### config.mk
export PLATFORM = sky130hd
export DESIGN_NAME = LcdDriver
export DESIGN_NICKNAME = d
export VERILOG_FILES = /design/src/rtl/LcdPkg.sv /design/src/rtl/LcdPhaseIf.sv /design/src/rtl/LcdDriver.sv /design/src/rtl/LcdLevelOutput.sv /design/src/rtl/LcdSegmentMapper.sv /design/src/rtl/LcdPhaseSequencer.sv /design/src/rtl/StrobeGenerator.sv
export SDC_FILE = /design/constraint.sdc
export NUM_CORES = 1
export LEC_CHECK = 0
export BUFFER_PORTS_ARGS = -buffer_cell sky130_fd_sc_hd__buf_2
export CAP_MARGIN = 20
export CORE_ASPECT_RATIO = 1.5
export CORE_MARGIN = 5
export CORE_UTILIZATION = 29
export DETAILED_ROUTE_END_ITERATION = 12
export PLACE_DENSITY_LB_ADDON = 0.15
export SLEW_MARGIN = 25
export SYNTH_ARGS = -nofsm -noshare
export SYNTH_HDL_FRONTEND = slang
export SYNTH_SLANG_ARGS = --single-unit
### constraint.sdc
create_clock -name Clock -period 3.3 [get_ports Clock]
set_clock_uncertainty 0.05 [all_clocks]
set_input_delay 0.165 -clock Clock [delete_from_list [all_inputs] [get_ports Clock]]
set_output_delay 0.165 -clock Clock [all_outputs]
set_load 0.1 [all_outputs]
### src/rtl/LcdPkg.sv
// Shared types and constants for the segment LCD driver, imported by every RTL block
`default_nettype none

package LcdPkg;

	localparam int NUM_COM = 4;	// Common lines, 1/4 duty
	localparam int NUM_SEG = 8;	// Segment lines, two per digit

	typedef logic [1:0] levelT;	// 0, 1/3, 2/3, full voltage
	typedef logic [2:0] phaseT;	// {polarity, COM index}

	localparam phaseT PHASE_COM0_H = 3'd0;	// First phase of a frame
	localparam phaseT PHASE_COM3_L = 3'd7;	// Last phase, wraps to COM0-H

	// H half: COM driven up, SEG pulled down for an on segment
	localparam levelT COM_ACTIVE_H = 2'd3;
	localparam levelT COM_IDLE_H   = 2'd1;
	localparam levelT SEG_ON_H     = 2'd0;
	localparam levelT SEG_OFF_H    = 2'd2;

	// L half: mirror image so the glass sees no DC
	localparam levelT COM_ACTIVE_L = 2'd0;
	localparam levelT COM_IDLE_L   = 2'd2;
	localparam levelT SEG_ON_L     = 2'd3;
	localparam levelT SEG_OFF_L    = 2'd1;

	// Digit bit shown on SEG 2d, indexed by COM
	localparam logic [2:0] EVEN_SEG_BIT [NUM_COM] = '{
		3'd7,	// COM0, point or colon
		3'd2,	// COM1, segment c
		3'd1,	// COM2, segment b
		3'd0	// COM3, segment a
	};

	// Digit bit shown on SEG 2d+1, indexed by COM
	localparam logic [2:0] ODD_SEG_BIT [NUM_COM] = '{
		3'd3,	// COM0, segment d
		3'd4,	// COM1, segment e
		3'd6,	// COM2, segment g
		3'd5	// COM3, segment f
	};

endpackage

`default_nettype wire
### src/rtl/LcdPhaseIf.sv
// Phase state bundle, driven by the phase sequencer and read by the segment mapper
`default_nettype none
`timescale 1ns/10ps

interface LcdPhaseIf;
	import LcdPkg::*;

	phaseT Phase;		// Current drive phase
	logic  PhaseStep;	// One cycle, Phase just advanced
	logic  FrameStart;	// One cycle, Phase just became COM0-H
	logic  Running;		// High from the first strobe on

	modport Source (
		output Phase,
		output PhaseStep,
		output FrameStart,
		output Running
	);

	modport Sink (
		input  Phase,
		input  PhaseStep,
		input  FrameStart,
		input  Running
	);

endinterface

`default_nettype wire

### src/rtl/LcdDriver.sv
// Top level of the 4-digit, 1/4 duty, 1/3 bias segment LCD driver; connect pins via RC filters
`default_nettype none
`timescale 1ns/10ps

module LcdDriver #(
	parameter int CLOCK_HZ      = 10_000_000,
	parameter int CHANGE_COM_US = 10	// Time per drive phase
)(
	input  logic       Clock,
	input  logic       Reset,
	input  logic [7:0] Digit0_i,	// Segment order p g f e d c b a
	input  logic [7:0] Digit1_i,
	input  logic [7:0] Digit2_i,
	input  logic [7:0] Digit3_i,
	output logic [3:0] ComPin_o,
	output logic [7:0] SegPin_o
);
	import LcdPkg::*;

	levelT ComLevel [NUM_COM];	// Mapper to output stage
	levelT SegLevel [NUM_SEG];

	LcdPhaseIf PhaseBus ();

	LcdPhaseSequencer #(
		.CLOCK_HZ      (CLOCK_HZ),
		.CHANGE_COM_US (CHANGE_COM_US)
	) u_LcdPhaseSequencer (
		.Clock (Clock),
		.Reset (Reset),
		.Phase (PhaseBus.Source)
	);

	LcdSegmentMapper u_LcdSegmentMapper (
		.Clock      (Clock),
		.Reset      (Reset),
		.Phase      (PhaseBus.Sink),
		.Digit0_i   (Digit0_i),
		.Digit1_i   (Digit1_i),
		.Digit2_i   (Digit2_i),
		.Digit3_i   (Digit3_i),
		.ComLevel_o (ComLevel),
		.SegLevel_o (SegLevel)
	);

	LcdLevelOutput u_LcdLevelOutput (
		.Clock      (Clock),
		.Reset      (Reset),
		.ComLevel_i (ComLevel),
		.SegLevel_i (SegLevel),
		.ComPin_o   (ComPin_o),
		.SegPin_o   (SegPin_o)
	);

endmodule

`default_nettype wire

### src/rtl/LcdLevelOutput.sv
// Four-level PWM source with a registered waveform select per COM and SEG pin, for RC filtering
`default_nettype none
`timescale 1ns/10ps

module LcdLevelOutput (
	input  logic          Clock,
	input  logic          Reset,
	input  LcdPkg::levelT ComLevel_i [LcdPkg::NUM_COM],
	input  LcdPkg::levelT SegLevel_i [LcdPkg::NUM_SEG],
	output logic [3:0]    ComPin_o,	// To COM lines through RC filter
	output logic [7:0]    SegPin_o	// To SEG lines through RC filter
);
	import LcdPkg::*;

	logic [1:0] PwmCount;	// Counts 0, 1, 2
	logic [3:0] Wave;	// Bit k is high for k of 3 cycles

	always_ff @(posedge Clock or negedge Reset) begin
		if (!Reset)
			PwmCount <= 2'd0;
		else if (PwmCount == 2'd2)
			PwmCount <= 2'd0;	// Modulo 3
		else
			PwmCount <= PwmCount + 2'd1;
	end

	assign Wave[0] = 1'b0;			// Ground
	assign Wave[1] = (PwmCount < 2'd1);	// 1/3 duty
	assign Wave[2] = (PwmCount < 2'd2);	// 2/3 duty
	assign Wave[3] = 1'b1;			// Full voltage

	always_ff @(posedge Clock or negedge Reset) begin
		if (!Reset) begin
			ComPin_o <= '0;
			SegPin_o <= '0;
		end else begin
			for (int i = 0; i < NUM_COM; i++) begin
				ComPin_o[i] <= Wave[ComLevel_i[i]];
			end
			for (int i = 0; i < NUM_SEG; i++) begin
				SegPin_o[i] <= Wave[SegLevel_i[i]];
			end
		end
	end

endmodule

`default_nettype wire

### src/rtl/LcdSegmentMapper.sv
// Latches the digit words once per frame and registers the level code of every COM and SEG pin
`default_nettype none
`timescale 1ns/10ps

module LcdSegmentMapper (
	input  logic          Clock,
	input  logic          Reset,
	LcdPhaseIf.Sink       Phase,
	input  logic [7:0]    Digit0_i,	// Rightmost digit, point bit is the colon
	input  logic [7:0]    Digit1_i,
	input  logic [7:0]    Digit2_i,
	input  logic [7:0]    Digit3_i,	// Leftmost digit
	output LcdPkg::levelT ComLevel_o [LcdPkg::NUM_COM],
	output LcdPkg::levelT SegLevel_o [LcdPkg::NUM_SEG]
);
	import LcdPkg::*;

	localparam int NUM_DIGIT = NUM_SEG / 2;	// Two SEG lines per digit

	logic [7:0] DigitIn    [NUM_DIGIT];	// Live inputs as an array
	logic [7:0] FrameLatch [NUM_DIGIT];	// Words shown in the current frame
	logic [7:0] FrameDigit [NUM_DIGIT];	// Latch, or inputs on the frame edge
	levelT      ComNext    [NUM_COM];
	levelT      SegNext    [NUM_SEG];
	logic       LowHalf;			// Inverted half of the frame
	logic [1:0] ComIdx;			// Active common line

	function automatic levelT comCode(input logic Active, input logic Low);
		if (Low)
			return Active ? COM_ACTIVE_L : COM_IDLE_L;
		return Active ? COM_ACTIVE_H : COM_IDLE_H;
	endfunction

	function automatic levelT segCode(input logic On, input logic Low);
		if (Low)
			return On ? SEG_ON_L : SEG_OFF_L;
		return On ? SEG_ON_H : SEG_OFF_H;
	endfunction

	assign DigitIn[0] = Digit0_i;
	assign DigitIn[1] = Digit1_i;
	assign DigitIn[2] = Digit2_i;
	assign DigitIn[3] = Digit3_i;

	assign LowHalf = Phase.Phase[2];	// Polarity bit
	assign ComIdx  = Phase.Phase[1:0];

	// Frame latch, only read once Running
	always_ff @(posedge Clock) begin
		if (Phase.FrameStart)
			FrameLatch <= DigitIn;
	end

	always_comb begin
		for (int d = 0; d < NUM_DIGIT; d++) begin
			// Bypass so COM0-H already shows the new words
			FrameDigit[d] = Phase.FrameStart ? DigitIn[d] : FrameLatch[d];
		end
	end

	always_comb begin
		for (int c = 0; c < NUM_COM; c++) begin
			ComNext[c] = comCode(ComIdx == 2'(c), LowHalf);
		end
		for (int d = 0; d < NUM_DIGIT; d++) begin
			SegNext[2*d]   = segCode(FrameDigit[d][EVEN_SEG_BIT[ComIdx]], LowHalf);
			SegNext[2*d+1] = segCode(FrameDigit[d][ODD_SEG_BIT[ComIdx]], LowHalf);
		end
	end

	always_ff @(posedge Clock or negedge Reset) begin
		if (!Reset) begin
			ComLevel_o <= '{default: '0};
			SegLevel_o <= '{default: '0};
		end else if (!Phase.Running) begin
			ComLevel_o <= '{default: '0};	// Glass held at ground until start
			SegLevel_o <= '{default: '0};
		end else begin
			ComLevel_o <= ComNext;	// One cycle behind Phase
			SegLevel_o <= SegNext;
		end
	end

endmodule

`default_nettype wire

### src/rtl/LcdPhaseSequencer.sv
// Eight-phase drive FSM (COM0..3 high half, then low half), paced by a strobe generator
`default_nettype none
`timescale 1ns/10ps

module LcdPhaseSequencer #(
	parameter int CLOCK_HZ      = 10_000_000,
	parameter int CHANGE_COM_US = 10
)(
	input  logic Clock,
	input  logic Reset,
	LcdPhaseIf.Source Phase
);
	import LcdPkg::*;

	logic Strobe;	// Time to move to the next phase

	StrobeGenerator #(
		.CLOCK_HZ  (CLOCK_HZ),
		.PERIOD_US (CHANGE_COM_US)
	) u_StrobeGenerator (
		.Clock    (Clock),
		.Reset    (Reset),
		.Strobe_o (Strobe)
	);

	always_ff @(posedge Clock or negedge Reset) begin
		if (!Reset) begin
			Phase.Phase      <= PHASE_COM0_H;
			Phase.PhaseStep  <= 1'b0;
			Phase.FrameStart <= 1'b0;
			Phase.Running    <= 1'b0;
		end else begin
			Phase.PhaseStep  <= Strobe;	// Lines up with the new Phase
			Phase.FrameStart <= 1'b0;
			if (Strobe && !Phase.Running) begin
				// First strobe starts the frame at COM0-H without stepping
				Phase.Running    <= 1'b1;
				Phase.FrameStart <= 1'b1;
			end else if (Strobe) begin
				Phase.Phase      <= Phase.Phase + 3'd1;	// COM3-L wraps to COM0-H
				Phase.FrameStart <= (Phase.Phase == PHASE_COM3_L);
			end
		end
	end

endmodule

`default_nettype wire

### src/rtl/StrobeGenerator.sv
// Free-running divider, gives a one-cycle strobe every PERIOD_US microseconds of Clock
`default_nettype none
`timescale 1ns/10ps

module StrobeGenerator #(
	parameter int CLOCK_HZ  = 10_000_000,
	parameter int PERIOD_US = 10
)(
	input  logic Clock,
	input  logic Reset,
	output logic Strobe_o
);

	localparam int CYCLES = CLOCK_HZ / 1_000_000 * PERIOD_US;	// Cycles per strobe
	localparam int WIDTH  = (CYCLES > 1) ? $clog2(CYCLES) : 1;	// Counter width

	localparam logic [WIDTH-1:0] RELOAD = WIDTH'(CYCLES - 1);

	logic [WIDTH-1:0] Count;	// Cycles left until the next strobe

	always_ff @(posedge Clock or negedge Reset) begin
		if (!Reset) begin
			Count <= RELOAD;	// Full period before first strobe
		end else if (Count == '0) begin
			Count <= RELOAD;	// Restart period
		end else begin
			Count <= Count - 1'b1;
		end
	end

	// Strobe while the counter sits at zero
	assign Strobe_o = (Count == '0);

endmodule

`default_nettype wire

Word level (Yosys, flattened, before mapping) --
Cells that the tools add are included.
Word-level totals: flip-flop bits (word level) 82, latch bits 0, memory bits (writable) 0, memory bits (read-only) 0, bits of input ports 34, output and inout bits 12, memories 0
Operators by class: $add $sub $neg 3, multipliers 0, divide/modulo/power cells 0, magnitude comparators 17, equality and inequality tests 5, shift-type cells 0, mux-type cells 105, bitwise operators 2, reductions and logical operators 5
Operators by type and width (number):
- two-way mux 2 bit | 49
- two-way mux 8 bit | 5
- < comparator 2 x 3 -> 1 bit, second input constant | 12
- binary-select mux 1 bit (select 2 bit) | 12
- binary-select mux 1 bit (select 3 bit) | 8
- two-way mux 1 bit | 23
- two-way mux 16 bit | 1
- binary-select mux 3 bit (select 2 bit) | 2
- two-way mux 3 bit | 4
- < comparator 3 x 4 -> 1 bit, second input constant | 2
- zero test 7 bit | 1
- two-way mux 7 bit | 1
- subtractor 7 x 1 -> 7 bit, second input constant | 1
- equality test 2 bit, second input constant | 3
- adder 3 x 1 -> 3 bit, second input constant | 1
- equality test 3 bit, second input constant | 1
- >= comparator 3 bit, second input constant | 1
- NOT 2 -> 3 bit | 1
- adder 2 x 1 -> 2 bit, second input constant | 1
- equality test 2 x 1 -> 1 bit, second input constant | 1
- zero test 2 bit | 1
- < comparator 2 x 1 -> 1 bit, second input constant | 1
- < comparator 2 bit, second input constant | 1
- AND reduction 2 bit | 1
- 3 further kinds | 3

Logic depth before layout (Yosys ltp) --
word-level depth 10, mapped depth 12

By module --
From an unflattened synthesis, not the netlist that was laid out.
Second synthesis, totals: cell total of the unflattened synthesis 283, area total of the unflattened synthesis 3836.2 µm²
Modules (own cells, without submodules):
- LcdSegmentMapper | instances 1, cells each 172, area an instance 2546.2 µm², sequential area each 1311.3 µm²
- LcdLevelOutput | instances 1, cells each 66, area an instance 720.7 µm², sequential area each 350.3 µm²
- StrobeGenerator | instances 1, cells each 30, area an instance 331.6 µm², sequential area each 180.2 µm²
- LcdPhaseSequencer | instances 1, cells each 15, area an instance 237.7 µm², sequential area each 150.1 µm²

Least setup slack after synthesis --
OpenSTA, ideal clock, no wires.
path type flip-flop to flip-flop, start reg u_LcdPhaseSequencer.Phase.FrameStart, end reg u_LcdSegmentMapper.SegLevel_o[11] (netlist bit), setup time 0.119 ns, arrival 2.386 ns, required time 3.131 ns, slack 0.745 ns, cell stages (with the launch flop) 9, buffers on the path 3, period minus slack after synthesis 2.555 ns, cells stage by stage dfrtp_1 -> buf_4 -> buf_4 -> buf_2 -> nor2b_1 -> a22oi_1 -> o211ai_1 -> xnor2_1 -> and2_1
On the way: word-level cells in the longest chain between the ends 7, elaborated cells between the ends (all ways) 8
Ends and longest elaborated chain:
- start: declaration | line LcdPhaseIf.sv:16 | output FrameStart,
- start signal: assignment | line LcdPhaseSequencer.sv:41 | Phase.FrameStart <= (Phase.Phase == PHASE_COM3_L);
- two-way mux 8 bit (*) | line LcdSegmentMapper.sv:57 | FrameDigit[d] = Phase.FrameStart ? DigitIn[d] : FrameLatch[d];
- binary-select mux 1 bit (select 3 bit) (*) | line LcdSegmentMapper.sv:66 | SegNext[2*d] = segCode(FrameDigit[d][EVEN_SEG_BIT[ComIdx]], LowHalf);
- two-way mux 1 bit (implied by the code) (*) | line LcdSegmentMapper.sv:66
- two-way mux 2 bit | line LcdSegmentMapper.sv:36 | return On ? SEG_ON_L : SEG_OFF_L;
- two-way mux 2 bit | line LcdSegmentMapper.sv:35 | if (Low)
- two-way mux 2 bit (*) | line LcdSegmentMapper.sv:37 | return On ? SEG_ON_H : SEG_OFF_H;
- two-way mux 16 bit (*) | line LcdSegmentMapper.sv:75 | end else if (!Phase.Running) begin
- end signal: assignment | line LcdSegmentMapper.sv:80 | SegLevel_o <= SegNext;
- end: declaration | line LcdSegmentMapper.sv:14 | output LcdPkg::levelT SegLevel_o [LcdPkg::NUM_SEG]
Every way passes the cells marked *; elsewhere a longest branch is shown, timed or not. The select of a mux whose other input is x is not followed. A chain may end at the register's enable or synchronous reset.

Worst setup path in the final report --
start reg u_LcdPhaseSequencer.Phase.Phase[1], end reg u_LcdSegmentMapper.SegLevel_o[11] (netlist bit)
On the way: word-level cells in the longest chain between the ends 10, elaborated cells between the ends (all ways) 11
Ends and longest elaborated chain:
- start: declaration | line LcdPhaseIf.sv:14 | output Phase,
- NOT 2 -> 3 bit (implied by the code) (*) | line LcdSegmentMapper.sv:66
- binary-select mux 3 bit (select 2 bit) (*) | line LcdSegmentMapper.sv:66
- two-way mux 3 bit (implied by the code) (*) (2 in a row) | line LcdSegmentMapper.sv:66
- binary-select mux 1 bit (select 3 bit) (*) | line LcdSegmentMapper.sv:66
- two-way mux 1 bit (implied by the code) (*) | line LcdSegmentMapper.sv:66
- two-way mux 2 bit | line LcdSegmentMapper.sv:36
- two-way mux 2 bit | line LcdSegmentMapper.sv:35
- two-way mux 2 bit (*) | line LcdSegmentMapper.sv:37
- two-way mux 16 bit (*) | line LcdSegmentMapper.sv:75
Marks and branches as above.

==> Implementation_results.wiki <==
{| class="wikitable"
! Metric !! Value
|-
| Run status || finished, final reports clean
|-
| CTS sink count || 72
|-
| Area taken by multi-input logic gates || 1360 um2
|-
| Length in cells of the worst reg-to-reg path || 8
|-
| GR Util All Layers || 10.6%
|-
| Max cap viols || 0
|-
| Mapped cell area || 3440 um2
|-
| Setup slack on the worst flop-to-flop path || 0.78 ns
|-
| Post-detailed-route DRC marker count || 0
|-
| Mean number of vias per cell || 4.51
|-
| Port Buffers || 45
|-
| Number of optimization iterations in the first detailed-route pass || 4
|-
| Post-placement setup slack || 0.773 ns
|-
| Clock input transition at the sequential cells of the worst setup and hold paths || 0.05 ns
|-
| Sequential area share after synthesis || 57.1%
|-
| PD cells || 436 nW/um2
|-
| Half-perimeter wire length after placement || 4900 um
|-
| Full die area || 14200 um2
|-
| Iteration-0 DRC Markers || 93
|-
| Clock period minus worst slack || 2.52 ns
|-
| Static leakage || 1.75 nW
|-
| Actual slew at the worst max-slew pin || 0.885 ns
|-
| Post-CTS sizing || 0
|-
| Sequential standard cell area || 1970 um2
|-
| End point of the critical path || u_LcdSegmentMapper.SegLevel_o[11]$_DFF_PN0_
|-
| FP Rows || 48
|-
| Post-CTS Hold Buffers || 33
|-
| Critical path data arrival time || 2.69 ns
|-
| Largest net degree at the start of global routing || 41
|-
| # diodes || 0
|-
| Largest driver fanout on the critical path || 19
|-
| Detailed-route via count || 2266
|-
| Setup TNS || 0 ns
|-
| Die Width || 99.0 um
|-
| Fraction of layout cells with a size suffix above 1 || 28.1%
|-
| Synth cell types || 40
|-
| First-pass GRT wire length || 11600 um
|-
| Final estimated routing congestion in global placement || 0.693
|-
| Layout filler cell count || 1123
|-
| Fraction of synthesized cell area taken by the top area cell type || 27.9%
|-
| Effective utilization at floorplan || 29.7%
|-
| Clk root buf || sky130_fd_sc_hd__clkbuf_16
|-
| Worst setup path startpoint || u_LcdPhaseSequencer.Phase.Phase[1]$_DFFE_PN0P_
|-
| Hold Violations, Final || 0
|-
| I/O Pins || 46
|-
| Clock buffers created by TritonCTS || 9
|-
| Critical path required time || 3.47 ns
|-
| Worst-case vdd ir drop || 0.263 mV
|-
| Final ANT Viol Nets || 0
|-
| Launching element type of the critical path || flop
|-
| Post-CTS setup buffer count || 0
|-
| Startpoint-to-endpoint class of the critical path || flop to flop
|-
| Post-synthesis register bit count || 72
|-
| Kind of end point of the critical path || flop
|-
| Max-slew violation total from the final report || 0
|-
| Syn Inst Count || 269
|-
| Routed wirelength normalized by instance count || 13.9 um
|-
| Worst min path class || input pin to async pin
|-
| Relative max-transition margin || 41.0%
|-
| Startpoint of the worst-slack reg-to-reg timing path || u_LcdPhaseSequencer.Phase.Phase[1]$_DFFE_PN0P_
|-
| Detailed Route WL || 6980 um
|-
| Max clock buf depth || 2
|-
| Final Setup Violations || 0
|-
| Core region area || 11600 um2
|-
| Grt total ovfl || 0
|-
| Maximum clock rate || 0.398 GHz
|-
| Yosys warning count || 0
|-
| Most frequently used flop master after synthesis || sky130_fd_sc_hd__dfrtp_1
|-
| Avg Synthesized Cell Area || 12.8 um2
|-
| CTS H-tree lvls || 3
|-
| Biggest area contributors in the synthesized netlist || sky130_fd_sc_hd__edfxtp_1 (28%), sky130_fd_sc_hd__dfrtp_1 (26%), sky130_fd_sc_hd__mux4_2 (7.9%)
|-
| Via count of the first global-routing pass || 2342
|-
| Area growth, synth to finish || 29.2%
|-
| Area leader, netlist || sky130_fd_sc_hd__edfxtp_1
|-
| Nets || 387
|-
| Clock tree from TritonCTS || yes
|-
| Net count after synthesis || 309
|-
| Clock latency on the worst-skew pair || 0.33 ns
|-
| Number of enable flip-flop cells after synthesis || 32
|-
| R2R Path End || u_LcdSegmentMapper.SegLevel_o[11]$_DFF_PN0_
|-
| Least setup slack across all paths after layout || 0.785 ns
|-
| Period utilisation layout || 76.2%
|-
| Async set or reset register ratio after synthesis || 55.6%
|-
| Unrepaired setup endpoints after global routing || false
|-
| Height of the die || 143 um
|-
| Number of antenna violations at the first check in global routing || 0
|}
power by group:
part,total [W],switching (W),internal [W],leakage (nW)
Combinational,0.0000730,0.0000288,0.0000442,0.852
Sequential,0.000938,0,0.000938,0.749
Clock,0.000926,0.000355,0.000571,0.145
Total,0.00194,0.000384,0.00155,1.75
registers in the layout, indices dropped and copies added (netlist names):
name	cells
u_LcdSegmentMapper.ComLevel_o	5
u_LcdLevelOutput.SegPin_o	8
u_LcdPhaseSequencer.Phase.Phase	3
u_LcdPhaseSequencer.u_StrobeGenerator.Count	7
u_LcdLevelOutput.PwmCount	2
u_LcdSegmentMapper.SegLevel_o	9
u_LcdPhaseSequencer.Phase.FrameStart	1
u_LcdPhaseSequencer.Phase.Running	1
u_LcdLevelOutput.ComPin_o	4
u_LcdSegmentMapper.FrameLatch	32
cells in the final DEF (no fill, tap or decap), drive strengths merged:
master,Yosys,routed
nor4,1,1
dfrtp,36,36
a222oi,2,2
nor3,3,3
or4,1,1
nand2b,2,2
buf,9,50
dfstp,4,4
a22oi,2,2
clkbuf,7,13
and3,3,3
and2,9,9
edfxtp,32,32
nor2b,5,5
nor2,22,22
xor2,6,6
a32oi,1,1
a21oi,2,2
o31ai,1,1
nand3b,1,1
or3b,1,1
nand3,2,2
ha,6,6
nand2,23,23
inv,9,9
mux2i,11,11
xnor2,5,5
o21ai,20,20
nand4,1,1
dlygate4sd3,0,33
mux4,12,12
nand4b,1,1
mux2,21,21
or3,4,4
clkinv,0,3
o211ai,1,1
o211a,1,1
a31oi,2,2
metrics by stage:
| stage | hold WS, ns | util, % | power (W) | std cells | area [um2] |
|---|---|---|---|---|---|
| after CTS | 0.400 | 38.3 | 0.00198 | 502 | 4440 |
| after global routing | 0.374 | 38.4 | 0.00202 | 502 | 4450 |
| final | 0.301 | 38.4 | 0.00194 | 502 | 4450 |
| after global placement | 0.293 | 33.0 | 0.000999 | 453 | 3830 |
| after floorplan | -0.181 | - | 0.000961 | 269 | 3440 |
| after detailed placement | 0.306 | 33.0 | 0.000999 | 453 | 3830 |
worst min path at each step:
stage	startpoint	endpoint	slack (ns)
4_1_cts	u_LcdPhaseSequencer.u_StrobeGenerator.Count[0]$_DFF_PN1_	u_LcdPhaseSequencer.u_StrobeGenerator.Count[0]$_DFF_PN1_	0.40
3_3_place_gp	Reset	u_LcdLevelOutput.SegPin_o[0]$_DFF_PN0_	0.29
5_1_grt	Reset	u_LcdLevelOutput.SegPin_o[7]$_DFF_PN0_	0.37
2_1_floorplan	Reset	u_LcdLevelOutput.ComPin_o[0]$_DFF_PN0_	-0.18
3_5_place_dp	Reset	u_LcdLevelOutput.SegPin_o[7]$_DFF_PN0_	0.31
6_report	Reset	u_LcdLevelOutput.SegPin_o[7]$_DFF_PN0_	0.30
logic make-up after synthesis:
family                     Yosys count  share of synthesized area, %
xor gates and xnor gates            11                          2.80
AOI/OAI and AO/OA                   32                          5.56
and+or+nand+nor                     79                          11.1
DFF                                 72                          57.1
adders and majority gates            6                          2.18
muxes                               44                          17.9
buffers and inverters               25                          3.27
critical path, stage by stage, from the launching register on:
cell and delay, ns:
sky130_fd_sc_hd__dfrtp_1 0.59, sky130_fd_sc_hd__inv_1 0.16, sky130_fd_sc_hd__ha_1 0.33, sky130_fd_sc_hd__buf_4 0.25, sky130_fd_sc_hd__or3_1 0.42, sky130_fd_sc_hd__o211a_1 0.23
sky130_fd_sc_hd__o211ai_1 0.12, sky130_fd_sc_hd__xnor2_1 0.08, sky130_fd_sc_hd__and2_1 0.17
per-layer routing:
layer	share of wire [%]	vias up	global-route usage [%]	routed length, um
li1	-	1126	-	-
met1	41	1080	11.8	2870
met2	52	47	18.3	3650
met3	4.3	13	2.82	301
met4	2.3	0	6.04	158
met5	0	-	0	0
synth_stat cells, types with 2 or more instances:
master / instances
sky130_fd_sc_hd__nor2b_1: 5
sky130_fd_sc_hd__nand2b_1: 2
sky130_fd_sc_hd__a21oi_1: 2
sky130_fd_sc_hd__inv_1: 9
sky130_fd_sc_hd__mux4_2: 12
sky130_fd_sc_hd__xor2_1: 6
sky130_fd_sc_hd__dfrtp_1: 36
sky130_fd_sc_hd__clkbuf_1: 7
sky130_fd_sc_hd__a31oi_1: 2
sky130_fd_sc_hd__buf_4: 2
sky130_fd_sc_hd__and2_1: 9
sky130_fd_sc_hd__and3_1: 3
sky130_fd_sc_hd__nand3_1: 2
sky130_fd_sc_hd__mux2i_1: 11
sky130_fd_sc_hd__edfxtp_1: 32
sky130_fd_sc_hd__buf_2: 3
sky130_fd_sc_hd__or3_1: 4
sky130_fd_sc_hd__o21ai_0: 20
sky130_fd_sc_hd__nand2_1: 23
sky130_fd_sc_hd__mux2_2: 17
sky130_fd_sc_hd__buf_1: 3
sky130_fd_sc_hd__mux2_1: 4
sky130_fd_sc_hd__dfstp_2: 4
sky130_fd_sc_hd__ha_1: 6
sky130_fd_sc_hd__a222oi_1: 2
sky130_fd_sc_hd__a22oi_1: 2
sky130_fd_sc_hd__nor3_1: 3
sky130_fd_sc_hd__xnor2_1: 5
sky130_fd_sc_hd__nor2_1: 22
layout make-up:
cell class / instances / area share, %
clock buffers: 13 / 6.11
clock inverters: 3 / 0.338
inverters: 9 / 0.760
multi-input cells: 172 / 30.6
flip-flops and latches: 72 / 44.3
well taps: 150 / 4.22
repair buffers: 83 / 13.7
Power figures use the tool's default switching activity.
